$ cat config.mk
export PLATFORM = sky130hd
export DESIGN_NAME = cpu_proc
export DESIGN_NICKNAME = d
export VERILOG_FILES = /design/src/hw/cpu_pkg.sv /design/src/hw/cpu_proc.sv
export SDC_FILE = /design/constraint.sdc
export NUM_CORES = 1
export LEC_CHECK = 0
export ABC_CLOCK_PERIOD_IN_PS = 1900
export BUFFER_PORTS_ARGS = -buffer_cell sky130_fd_sc_hd__buf_2
export CAP_MARGIN = 20
export CORE_MARGIN = 5
export CORE_UTILIZATION = 39
export DETAILED_ROUTE_END_ITERATION = 8
export HOLD_SLACK_MARGIN = 0.02
export PLACE_DENSITY = 0.82
export SLEW_MARGIN = 20
export SYNTH_ARGS = -nofsm -noshare
export SYNTH_HDL_FRONTEND = slang
export SYNTH_SLANG_ARGS = --single-unit
export TNS_END_PERCENT = 30
$ cat constraint.sdc
create_clock -name sysclk -period 1.9 [get_ports sysclk]
set_clock_uncertainty 0.05 [all_clocks]
set_input_delay 0.475 -clock sysclk [delete_from_list [all_inputs] [get_ports sysclk]]
set_output_delay 0.475 -clock sysclk [all_outputs]
set_load 0.02 [all_outputs]
$ cat src/hw/cpu_pkg.sv
/* CPU board shared definitions
   Widths, bus vectors, microword and control structs, sequencer states */

package cpu_pkg;

  // Bus and field widths
  localparam int DATA_W     = 16;  // IDB, CD, logical address
  localparam int CS_AW      = 8;   // Microaddress
  localparam int PAGE_W     = 6;   // Logical page number
  localparam int PPN_W      = 14;  // Physical page number
  localparam int PIL_W      = 4;   // Interrupt level
  localparam int TEST_W     = 5;   // Test mux output
  localparam int SEL_W      = 3;   // Test mux select
  localparam int WSEL_W     = 2;   // Microword slice select
  localparam int NUM_SLICES = 4;   // 16-bit slices per microword

  localparam int CS_DEPTH   = 256;  // Control store words
  localparam int PT_DEPTH   = 64;   // Page table entries

  typedef logic [DATA_W-1:0] data_word_t;
  typedef logic [CS_AW-1:0]  cs_addr_t;
  typedef logic [PAGE_W-1:0] page_idx_t;
  typedef logic [PPN_W-1:0]  ppn_t;
  typedef logic [PIL_W-1:0]  pil_t;
  typedef logic [TEST_W-1:0] test_t;

  // Microword, 64 bits, MSB first
  typedef struct packed {
    logic [22:0] spare;        // Unused bits
    data_word_t  const_val;    // Literal for la
    cs_addr_t    next_addr;    // Normal successor
    cs_addr_t    branch_addr;  // Taken on miss
    pil_t        pil;          // New interrupt level
    logic        ld_la;        // la <= const_val
    logic        drive_la;     // la onto IDB
    logic        lapa;         // Translate, drive PPN
    logic        branch_miss;  // Branch if MMU miss
    logic        halt;         // Stop sequencing
  } micro_t;

  // External board controls, strobes and levels
  typedef struct packed {
    logic              run;       // Level, sequencer enable
    logic              rwcs;      // Level, read control store slice
    logic              ldua;      // Pulse, load microaddress
    logic              ldla;      // Pulse, load logical address
    logic              lcs;       // Pulse, write control store slice
    logic              wpt;       // Pulse, write page table
    logic              rpt;       // Level, read page table
    logic [WSEL_W-1:0] word_sel;  // Microword slice
  } board_ctrl_t;

  // Page table entry
  typedef struct packed {
    logic valid;
    ppn_t ppn;
  } pt_entry_t;

  typedef enum logic [1:0] {
    STOPPED,
    RUNNING,
    HALTED
  } seq_state_t;

endpackage
$ cat src/hw/cpu_proc.sv
/* Microsequencer
   Microaddress and logical address registers, run state, trap, PIL, test mux */

`timescale 1ns/1ps

module cpu_proc import cpu_pkg::*; (
  input  logic             sysclk,
  input  logic             reset,
  input  board_ctrl_t      ctl,
  input  data_word_t       bus_in,
  input  micro_t           cs_word,
  input  logic             miss,
  input  logic [SEL_W-1:0] sel_testmux,
  output cs_addr_t         lua,
  output data_word_t       la,
  output board_ctrl_t      ctl_fwd,   // Controls for CS and MMU
  output data_word_t       proc_idb,
  output logic             lapa_en,
  output pil_t             pil,
  output logic             trap,
  output logic             halted,
  output test_t            test_out
);

  seq_state_t state;
  seq_state_t state_nxt;
  cs_addr_t   lua_nxt;
  logic       stopped;
  logic       running;
  logic       retire;      // Current microword completes this edge

  assign stopped = (state == STOPPED);
  assign running = (state == RUNNING);
  assign retire  = running && ctl.run;  // Dropping run stops without retiring

  // Run state
  always_comb begin
    state_nxt = state;
    case (state)
      STOPPED: begin
        if (ctl.run) state_nxt = RUNNING;
      end
      RUNNING: begin
        if (!ctl.run) begin
          state_nxt = STOPPED;
        end else if (cs_word.halt) begin
          state_nxt = HALTED;      // Halt word parks here
        end
      end
      HALTED: begin
        if (!ctl.run) state_nxt = STOPPED;
      end
      default: state_nxt = STOPPED;
    endcase
  end

  // Next microaddress
  always_comb begin
    lua_nxt = lua;  // Hold by default, also on halt
    if (stopped && ctl.ldua) begin
      lua_nxt = bus_in[CS_AW-1:0];  // Manual load from IDB
    end else if (retire && !cs_word.halt) begin
      if (cs_word.branch_miss && miss) begin
        lua_nxt = cs_word.branch_addr;
      end else begin
        lua_nxt = cs_word.next_addr;
      end
    end
  end

  always_ff @(posedge sysclk) begin
    if (reset) begin
      state <= STOPPED;
      lua   <= '0;
      la    <= '0;
      pil   <= '0;
      trap  <= 1'b0;
    end else begin
      state <= state_nxt;
      lua   <= lua_nxt;
      if (stopped && ctl.ldla) begin
        la <= bus_in;                // Manual load
      end else if (retire && cs_word.ld_la) begin
        la <= cs_word.const_val;     // Microcode literal
      end
      if (retire) pil <= cs_word.pil;
      if (retire && miss) trap <= 1'b1;  // Sticky until reset
    end
  end

  // Panel strobes only act while stopped; read levels pass as is
  always_comb begin
    ctl_fwd      = ctl;
    ctl_fwd.ldua = ctl.ldua & stopped;
    ctl_fwd.ldla = ctl.ldla & stopped;
    ctl_fwd.lcs  = ctl.lcs & stopped;
    ctl_fwd.wpt  = ctl.wpt & stopped;
  end

  // IDB driver, zero when idle so the wired-OR works
  assign proc_idb = (running && cs_word.drive_la) ? la : '0;
  assign lapa_en  = running && cs_word.lapa;
  assign halted   = (state == HALTED);

  // Test multiplexer
  always_comb begin
    case (sel_testmux)
      3'd0:    test_out = lua[4:0];
      3'd1:    test_out = {3'b000, lua[7:6]};
      3'd2:    test_out = {trap, pil};
      3'd3:    test_out = la[DATA_W-1 -: TEST_W];  // la[15:11]
      default: test_out = '0;
    endcase
  end

endmodule

==> out/metrics.csv <==
metric,value,unit
post-placement cell count,374,
final cycle utilization of the critical path,99.9,%
R2R Setup Slk,130,ps
normalized max-slew margin,72.1,%
Post-synth EDFFs,0,
dominant cell type by area after synthesis,dfxtp_1,
CP Data Required Time,1370,ps
Final Hold Viols,0,
antenna violations before repair,0,
"commonest non-fill, non-tap cell in the layout",buf_2,
Hold WC Path Type,in2reg,
wire length per cell,15.6,um
Hold Crit Endpoint,pil[0],
synthesized cell area,1910,um^2
"Seq/Total Area, Yosys",32.5,%
die area,6400,um^2
CTS Buf Count,5,
share of cells above drive strength 1,55.7,%
vias,1960,
Detailed Route WL,6.01,mm
largest cells by area after synthesis,"dfxtp_1 (32%), mux2i_1 (10%), a211oi_2 (6.5%)",
Synth Register Bits,31,
Yosys warning count,0,
clk sinks,31,
Crit path largest cell delay,490,ps
Root Buffer,clkbuf_8,
"Remaining Overflow, GRT",0,
Worst-Margin Slew,419,ps
CP startpoint kind,input pin,
CTS tree,built,
PwrDens,683,nW/um^2
I/O Pins,156,
Hold Path Origin,cs_word[5],
critical path arrival,1370,ps
RSZ-0062 raised after global routing,true,
final slew viol count,0,
total power draw,1.86,mW
number of global-route vias before repair,1961,
CP Buf/Inv Count,2,
"Clk Latency, worst-skew pair",270,ps
Hold Crit Depth,3,
Final Critical Period,1900,ps
global-route wire length before repair,9.20,mm
synthesized net count,289,
hold_ws,387,ps
Synth Flop Type,dfxtp_1,
CORE AREA,4750,um^2
Post-DP HPWL,4.73,mm
initial core utilization,40.2,%
crit path max fanout,5,
Crit path max-delay family,multiplexers,
most frequent cells in the layout,"buf_2 (121), dfxtp_1 (27), mux2i_1 (18)",
fin area,2720,um^2
n_diodes,0,
die height,80.0,um
Post-Syn Area per Cell,9.85,um^2
"non-filler cells, final",385,
number of max-cap violations,0,
DR iter-0 viols,60,
final worst-path setup slack,2.41,ps
WS Path Type,in2out,
Cell variety after synth,34,
crit end category,output port,
worst r2r path cells,7,
Rows,25,
residual DRC count,0,
final net count,412,
Syn-to-layout area delta,42.5,%
CTS hold repair buffers,0,
cell mode on critical path,buf_4,
Detailed Routing Iterations Pass 1,4,
leak pwr,1.33,nW
dpl ws,-38.8,ps
Vias/cell,5.09,
Max Root-Sink Buffers,2,
Port Buffers,124,
worst-path cell chain,"buf_4, mux4_2, nor2b_1, buf_4",
"Async S/R FF share, synth",0,%
Achievable Freq,527,MHz
"antenna viol nets, final",0,
pin count of the biggest net entering global routing,18,
outcome,"finished, final reports clean",
"Slowest-stage cell, CP",mux4_2,
share of Yosys cell area claimed by the top area cell type,32.5,%
# setup viols final,0,
gate count after technology mapping,194,
worst reg2reg endpoint,la[3],
die width,80.0,um
worst r2r src,state[0],
clock-pin transition on the worst setup and hold timing paths,70,ps
dpl cell area,2550,um^2
Max VDD drop,0.000399,V
CTS H-tree depth,2,
Tot GR Track Use,18.2,%
RD Place Congestion,0.832,
## state kept, by name, summed over array words and instances, names as in the netlist
signal and count:
trap 1, lua 8, pil 4, state 2
la 16
## final cells by class
cell class | count | area (um^2)
well taps | 67 | 83.8
flip-flops and latches | 31 | 628
clock buffers | 8 | 100
fillers | 458 | 2030
multi-input cells | 139 | 1150
inverters | 2 | 15.0
repair buffers | 138 | 741
## cells by family after synthesis
| family | synth area share [%] |
|---|---|
| mux | 14.6 |
| flops | 32.5 |
| buf+inv | 8.78 |
| simple gates | 21.1 |
| compound gates | 23.1 |
## tightest hold or removal path: stages
cell	delay, ps
buf_2	70
mux2i_1	50
nor2_1	80
## what timing repair did
action | 4_1_cts | 5_1_grt
setup buffers | 1 | 1
pin swaps | 1 | 2
gates cloned | 0 | 1
setup endpoints to repair | 20 | 39
gates resized for setup | 9 | 10
## per-stage QoR
step / TNS (ps) / utilization (%)
after floorplan: 0 / -
after global placement: -45.7 / 53.7
after detailed placement: -366 / 53.7
after CTS: -10.9 / 56.4
after global routing: -91.9 / 57.3
final: 0 / 57.3
## worst max-delay path by stage
stage / from / to / depth (start not counted)
global placement: sel_testmux[0] / test_out[0] / 4
detailed placement: sel_testmux[0] / test_out[0] / 4
CTS: la[11] / test_out[0] / 3
floorplan: sel_testmux[0] / test_out[0] / 3
global route: la[12] / test_out[1] / 3
finish: sel_testmux[0] / test_out[0] / 4
## power by group
group | total, mW | switching [mW] | internal, mW
sequential | 0.749 | 0.0437 | 0.705
clock | 0.568 | 0.237 | 0.330
combinational | 0.544 | 0.293 | 0.250
total | 1.86 | 0.574 | 1.29
## synth_stat cells (6+ instances only)
| master | instances |
|---|---|
| a32o_1 | 8 |
| dfxtp_1 | 31 |
| and2_1 | 16 |
| buf_4 | 7 |
| mux2i_1 | 20 |
| a211oi_2 | 10 |
| clkbuf_1 | 7 |
| a21boi_0 | 8 |
| nor3_1 | 16 |
| a311o_1 | 8 |
| nor2_1 | 10 |
| a211oi_1 | 6 |
| nand2b_1 | 9 |
## routing by layer
metal	track usage (%)	routed length, um	up-vias
met2	31.5	2940	80
met1	22.0	2460	907
met5	0	0	-
met3	5.87	567	5
met4	3.72	44	0
li1	-	-	968
No activity file was read; power rests on OpenSTA's default activity.
