### config.mk
export PLATFORM = sky130hd
export DESIGN_NAME = cpu_mmu
export DESIGN_NICKNAME = d
export VERILOG_FILES = /design/src/hw/cpu_pkg.sv /design/src/hw/cpu_mmu.sv
export SDC_FILE = /design/constraint.sdc
export NUM_CORES = 1
export LEC_CHECK = 0
export ABC_CLOCK_PERIOD_IN_PS = 5600
export BUFFER_PORTS_ARGS = -buffer_cell sky130_fd_sc_hd__buf_4
export CORE_ASPECT_RATIO = 2
export CORE_UTILIZATION = 62
export DETAILED_ROUTE_END_ITERATION = 10
export GPL_TIMING_DRIVEN = 0
export PLACE_DENSITY = 0.86
export SLEW_MARGIN = 10
export SYNTH_ARGS = -nofsm -noshare
export SYNTH_HDL_FRONTEND = slang
export SYNTH_SLANG_ARGS = --single-unit
### constraint.sdc
create_clock -name sysclk -period 5.6 [get_ports sysclk]
set_input_delay 1.12 -clock sysclk [delete_from_list [all_inputs] [get_ports sysclk]]
set_output_delay 1.12 -clock sysclk [all_outputs]
set_load 0.05 [all_outputs]
### src/hw/cpu_pkg.sv
/* CPU board shared definitions
   Widths, bus vectors, microword and control structs, sequencer states */

package cpu_pkg;

  // Bus and field widths
  localparam int DATA_W     = 16;  // IDB, CD, logical address
  localparam int CS_AW      = 8;   // Microaddress
  localparam int PAGE_W     = 6;   // Logical page number
  localparam int PPN_W      = 14;  // Physical page number
  localparam int PIL_W      = 4;   // Interrupt level
  localparam int TEST_W     = 5;   // Test mux output
  localparam int SEL_W      = 3;   // Test mux select
  localparam int WSEL_W     = 2;   // Microword slice select
  localparam int NUM_SLICES = 4;   // 16-bit slices per microword

  localparam int CS_DEPTH   = 256;  // Control store words
  localparam int PT_DEPTH   = 64;   // Page table entries

  typedef logic [DATA_W-1:0] data_word_t;
  typedef logic [CS_AW-1:0]  cs_addr_t;
  typedef logic [PAGE_W-1:0] page_idx_t;
  typedef logic [PPN_W-1:0]  ppn_t;
  typedef logic [PIL_W-1:0]  pil_t;
  typedef logic [TEST_W-1:0] test_t;

  // Microword, 64 bits, MSB first
  typedef struct packed {
    logic [22:0] spare;        // Unused bits
    data_word_t  const_val;    // Literal for la
    cs_addr_t    next_addr;    // Normal successor
    cs_addr_t    branch_addr;  // Taken on miss
    pil_t        pil;          // New interrupt level
    logic        ld_la;        // la <= const_val
    logic        drive_la;     // la onto IDB
    logic        lapa;         // Translate, drive PPN
    logic        branch_miss;  // Branch if MMU miss
    logic        halt;         // Stop sequencing
  } micro_t;

  // External board controls, strobes and levels
  typedef struct packed {
    logic              run;       // Level, sequencer enable
    logic              rwcs;      // Level, read control store slice
    logic              ldua;      // Pulse, load microaddress
    logic              ldla;      // Pulse, load logical address
    logic              lcs;       // Pulse, write control store slice
    logic              wpt;       // Pulse, write page table
    logic              rpt;       // Level, read page table
    logic [WSEL_W-1:0] word_sel;  // Microword slice
  } board_ctrl_t;

  // Page table entry
  typedef struct packed {
    logic valid;
    ppn_t ppn;
  } pt_entry_t;

  typedef enum logic [1:0] {
    STOPPED,
    RUNNING,
    HALTED
  } seq_state_t;

endpackage
### src/hw/cpu_mmu.sv
/* Memory management unit
   64-entry page table, write and readback via IDB, logical to physical page */

`timescale 1ns/1ps

module cpu_mmu import cpu_pkg::*; (
  input  logic       sysclk,
  input  logic       reset,
  input  data_word_t la,
  input  logic       wpt,      // Already gated to STOPPED
  input  logic       rpt,
  input  data_word_t bus_in,
  input  logic       lapa_en,
  output data_word_t mmu_idb,
  output ppn_t       ppn_raw,
  output logic       miss
);

  logic [PT_DEPTH-1:0] valid_q;       // Cleared on reset
  ppn_t                ppn_mem [PT_DEPTH];
  page_idx_t           page;
  pt_entry_t           wr_entry;
  pt_entry_t           rd_entry;

  // Logical page from the top of la
  assign page = la[DATA_W-1 -: PAGE_W];

  // IDB bit 15 is valid, bit 14 unused
  assign wr_entry = '{valid: bus_in[DATA_W-1], ppn: bus_in[PPN_W-1:0]};

  always_ff @(posedge sysclk) begin
    if (reset) begin
      valid_q <= '0;
    end else if (wpt) begin
      valid_q[page] <= wr_entry.valid;
    end
  end

  always_ff @(posedge sysclk) begin
    if (wpt) begin
      ppn_mem[page] <= wr_entry.ppn;
    end
  end

  // Invalid entries read as all zero
  always_comb begin
    rd_entry.valid = valid_q[page];
    rd_entry.ppn   = valid_q[page] ? ppn_mem[page] : '0;
  end

  // Readback in the same layout as the write
  assign mmu_idb = rpt ? {rd_entry.valid, {(DATA_W-PPN_W-1){1'b0}}, rd_entry.ppn} : '0;

  assign ppn_raw = rd_entry.ppn;
  assign miss    = lapa_en && !rd_entry.valid;  // Only while translating

endmodule

==> flow_metrics.tcl, run 1 <==
set metrics [dict create \
    synth-main-ff-cell "edfxtp_1" \
    startpoint_type "input pin" \
    dp.cells 2886 \
    synth_edf_count 896 \
    final_cell_area_um2 42470 \
    path_class "in2out" \
    routedWlPerCell_um 39.07 \
    drc_errors 0 \
    instances_no_fill 3023 \
    grt_max_degree 65 \
    rows 127 \
    clock.fmax_mhz 176.1 \
    drive_gt1_frac 0.2428 \
    avgViaCountPerCell 7.159 \
    yosysTopAreaCellShare 0.7160 \
    layout_common_cells "896 x edfxtp_1, 233 x mux2i_1, 162 x mux4_2, 79 x o22ai_1, 79 x clkbuf_16" \
    place_congestion 0.9817 \
    setup_viol 6 \
    hp-class "reg2reg" \
    num_antenna_cells 0 \
    max_stage_delay_ps 650 \
    rsz0062_at_grt "false" \
    first_pass_iters 6 \
    period_minus_slack_ps 5680 \
    yosys_warnings 0 \
    synthesis.area_um2 37580 \
    antenna_left 0 \
    ys_seq_area_frac 0.7501 \
    cts_sinks 960 \
    syn_to_final_growth_pct 13.01 \
    fill_cells 3473 \
    finalCritPeriodShare 1.014 \
    clk_latency_ps 630 \
    dpl.hpwl_um 76610 \
    final_common_cell "edfxtp_1" \
    cp_max_fo 10 \
    final_max_slew_viol_count 0 \
    synthTopCellsByArea "edfxtp_1 72%, mux4_2 9.7%, mux2i_1 6.3%" \
    cp_data_arrival_time_ps 4560 \
    die_w_um 176.1 \
    cts_buffer_depth 3 \
    placed_area_um2 39970 \
    synth_largest_area_cell "edfxtp_1" \
    p_per_area_nw_per_um2 338.5 \
    drv_cap 0 \
    vdd_ir_drop_max_mv 0.3181 \
    syn_inst 2003 \
    finalHoldViolations 0 \
    cts_tree "built" \
    worst_pin_slew_ps 1000 \
    p_leak_nw 13.93 \
    drt_iter0_drc 3348 \
    htree_levels 3 \
    final_util 0.7089 \
    postCtsSetupRepairBufs 0 \
    syn_nets 2040 \
    nets 2227 \
    cp.required_ps 4480 \
    syn_area_per_cell_um2 18.76 \
    grt_pass1_vias 21610 \
    violations "negative setup slack" \
    cts-root-buf "clkbuf_16" \
    relSlewSlack 0.3330 \
    hold_buffers 0 \
    setup_ws_ps -79.66 \
    status "complete, but fails checks" \
    synthArstFlopShare 0 \
    finClkSkew_ps 0 \
    worst_path_most_repeated_cell "buf_4" \
    crit_chain "buf_4 > buf_4 > buf_2 > nand2_2 > clkbuf_1 > o22ai_1 > nor2_1 > o221ai_1 > nor4_2 > nor2_1 > buf_4" \
    yosysUniqueCellTypes 35 \
    numCtsBuffers 76 \
    die_h_um 350.2 \
    ys_ff_latch 960 \
    end_kind "output port" \
    core-area_um2 59910 \
    antenna_found_initial 1 \
    totalWireLength_um 118100 \
    grt_first_pass_wirelength_um 163300 \
    grt_use_total 0.3976 \
    port_buffers 52 \
    gr-total-overflow 0 \
    cp_slowest_cell "nor4_2" \
    num_io_pins 68 \
    clk_pin_slew_ps 70 \
    initial_utilization 0.6273 \
    vias 21640 \
    dieArea_um2 61660 \
]
## cell usage after synthesis (14+ instances only)
cell type and n:
a22oi_1 14, mux2i_1 237, mux4_2 162, a21oi_1 74, o21ai_0 34, clkbuf_1 56
nor2_1 122, o21ai_1 32, buf_4 16, nand3_1 16, dfxtp_1 64, buf_2 44
o22ai_1 79, nor4_2 14, edfxtp_1 896, nand2_1 78
## power breakdown
part,switching (mW),total [mW],internal [mW]
combinational,0.713,1.00,0.291
clock,2.55,5.48,2.93
sequential,0.0140,7.89,7.88
total,3.28,14.4,11.1
## flip-flops by register name, indices dropped and copies added, names as in the netlist
signal   flops
ppn_mem    896
valid_q     64
## stage by stage
stage	hold slack (ps)	power (mW)	TNS, ps	worst slack [ps]
after floorplan	453.3	8.548	0	1463
after global placement	459.7	8.969	-39.04	-20.68
after detailed placement	469.2	9.009	0	28.88
after CTS	479.0	14.31	0	51.89
after global routing	493.5	14.61	0	20.39
final	479.8	14.37	-322.3	-79.66
## worst max-delay path, delay by kind of cell
kind / cells / cell delay, ps
AOI/OAI and AO/OA: 2 / 410
buffers and inverters: 5 / 1320
and+or+nand+nor: 4 / 1680
## per-layer routing
layer  part of all wire  vias to the layer above  wire, um  global-route usage
met5           0.000076                        -         9                   0
met1               0.30                    10940     35960              0.4546
met4               0.10                        2     12130              0.3391
met3               0.10                      489     12310             0.08117
li1                   -                     8433         -                   -
met2               0.49                     1777     57690              0.6411
## final timing paths
path | start | end | slack [ps] | depth (start not counted)
worst max register to register | valid_q[7] | valid_q[7] | 4880 | 2
worst min-delay path | valid_q[10] | valid_q[10] | 480 | 2
worst max-delay path | la[12] | ppn_raw[4] | -80 | 11
worst min register to register | valid_q[10] | valid_q[10] | 480 | 2
## cells by family after synthesis
| kind of cell | Yosys count | share of synthesized area |
|---|---|---|
| flip-flops | 960 | 0.7501 |
| AND/OR/NAND/NOR | 251 | 0.03060 |
| multiplexers | 400 | 0.1605 |
| other | 1 | 0.00009979 |
| AO/OA/AOI/OAI | 261 | 0.04062 |
| buffers and inverters | 130 | 0.01805 |
## area by class of cell
type / instances / area, um2 / share of cell area
clock buffer: 91 / 2022 / 0.04761
timing repair buffer: 109 / 1252 / 0.02949
sequential: 960 / 28190 / 0.6637
multi-input combinational: 913 / 8905 / 0.2097
clock inverter: 46 / 447.9 / 0.01055
tap: 774 / 968.4 / 0.02280
buffer: 129 / 680.7 / 0.01603
inverter: 1 / 3.754 / 0.00008839
## repair_timing
item / 4_1_cts / 5_1_grt
resized for setup: 1 / 14
pin swaps: 0 / 0
hold endpoints to repair: 0 / 0
setup endpoints to repair: 2 / 17
Power figures use the tool's default switching activity.
==> run 2, diff against run 1 <==
--- a/config.mk
+++ b/config.mk
@@ -8,10 +8,10 @@
 export ABC_CLOCK_PERIOD_IN_PS = 5600
 export BUFFER_PORTS_ARGS = -buffer_cell sky130_fd_sc_hd__buf_4
 export CORE_ASPECT_RATIO = 2
-export CORE_UTILIZATION = 62
+export CORE_UTILIZATION = 53
 export DETAILED_ROUTE_END_ITERATION = 10
 export GPL_TIMING_DRIVEN = 0
-export PLACE_DENSITY = 0.86
+export PLACE_DENSITY = 0.76
 export SLEW_MARGIN = 10
 export SYNTH_ARGS = -nofsm -noshare
 export SYNTH_HDL_FRONTEND = slang
==> flow_metrics.tcl, run 2 (synthesis gave the netlist of run 1 again) <==
set metrics [dict create \
    status "finished clean" \
    p_per_area_nw_per_um2 335.7 \
    drv_cap 0 \
    drive_gt1_frac 0.2400 \
    final_common_cell "edfxtp_1" \
    cts_buffer_depth 3 \
    fin_hold_ws_ps 482.4 \
    dp.cells 3019 \
    final_max_slew_viol_count 0 \
    syn_to_final_growth_pct 13.89 \
    cp_max_fo 10 \
    cts_sinks 960 \
    period_minus_slack_ps 5581 \
    largest_reg_flops 896 \
    setup_ws_ps 19.28 \
    antenna_left 0 \
    clk_latency_ps 640 \
    rows 137 \
    grt_first_pass_wirelength_um 160200 \
    layout_common_cells "896 x edfxtp_1, 236 x mux2i_1, 162 x mux4_2, 79 x o22ai_1" \
    cp_data_arrival_time_ps 4460 \
    cp.required_ps 4480 \
    initial_utilization 0.5373 \
    cts_tree "built" \
    end_kind "output port" \
    dpl.hpwl_um 79410 \
    cts-root-buf "clkbuf_16" \
    grt_pass1_vias 21300 \
    nets 2231 \
    dieArea_um2 72030 \
    grt_max_degree 65 \
    finalCritPeriodShare 0.9966 \
    totalWireLength_um 117100 \
    num_antenna_cells 0 \
    drc_errors 0 \
    vias 21070 \
    fill_cells 4934 \
    port_buffers 52 \
    rsz0062_at_grt "false" \
    antenna_found_initial 0 \
    core-area_um2 69940 \
    setup_tns_ps 0 \
    die_w_um 190.3 \
    finClkSkew_ps 0 \
    hold_buffers 0 \
    routedWlPerCell_um 37.13 \
    numCtsBuffers 77 \
    htree_levels 3 \
    worst_pin_slew_ps 1202 \
    final_util 0.6120 \
    hp-class "reg2reg" \
    p_total_mw 14.37 \
    avgViaCountPerCell 6.682 \
    num_io_pins 68 \
    path_class "in2out" \
    clk_pin_slew_ps 70 \
    largest_register "ppn_mem" \
    place_congestion 0.9783 \
    first_pass_iters 5 \
    pre_cts_slack_ps -228.4 \
    vdd_ir_drop_max_mv 0.3167 \
    instances_no_fill 3153 \
    clock.fmax_mhz 179.2 \
    relSlewSlack 0.1986 \
    top_regs "ppn_mem (896), valid_q (64)" \
    p_leak_nw 13.99 \
    gr-total-overflow 0 \
    placed_area_um2 40310 \
    drt_iter0_drc 2498 \
    die_h_um 378.6 \
    grt_use_total 0.3342 \
    finalHoldViolations 0 \
    startpoint_type "input pin" \
    setup_viol 0 \
    final_cell_area_um2 42800 \
]
## run 2: cell count changes in the layout (fill, tap and decap cells not counted), sizes merged
| cell | before | now |
|---|---|---|
| buf | 182 | 186 |
| inv | 6 | 2 |
| bufinv | 7 | 10 |
| clkbuf | 147 | 144 |
| clkinv | 29 | 32 |
| clkinvlp | 5 | 3 |
## run 2: timing repair
| item | in CTS | in global routing |
|---|---|---|
| endpoints found under the setup margin | 21 | 6 |
| gates resized for setup | 4 | 4 |
| setup buffers | 0 | 0 |
| endpoints found under the hold margin | 0 | 0 |
## run 2: layout make-up
cell class              instances  area (um2)  share of cell area
plain buffers                 128       678.2             0.01585
clock buffers                  89        1993             0.04657
clock inverters                46       488.0             0.01140
inverters                       1       3.754          0.00008770
multi-input cells             913        8926              0.2086
flip-flops and latches        960       28190              0.6586
well taps                     903        1130             0.02640
repair buffers                113        1393             0.03254
## run 2: final timing paths
check	from	to	slack (ps)	depth (start not counted)
worst min register to register	valid_q[2]	valid_q[2]	480	2
worst max register to register	valid_q[29]	valid_q[29]	4850	2
worst max-delay path	la[11]	mmu_idb[6]	20	10
worst min-delay path	valid_q[2]	valid_q[2]	480	2
## run 2: where the power goes
part / total (mW) / internal (mW) / leakage (nW) / switching (mW)
registers: 7.89 / 7.88 / 8.58 / 0.0123
logic: 0.991 / 0.291 / 4.22 / 0.700
clock network: 5.49 / 3.02 / 1.20 / 2.47
total: 14.4 / 11.2 / 14.0 / 3.18
## run 2: per-layer routing
layer	vias up	track usage	share of wire
met5	-	0	0
met2	1392	0.5589	0.50
met3	378	0.05941	0.082
li1	8443	-	-
met4	0	0.2836	0.10
met1	10850	0.3673	0.31
## run 2: worst max-delay path, cell delays in order
cell	delay, ps
buf_4	120
nand2b_1	110
clkbuf_1	610
clkbuf_2	540
o22ai_1	220
nor2_1	600
o221ai_1	270
nor4_2	550
nor2_1	90
buf_4	210
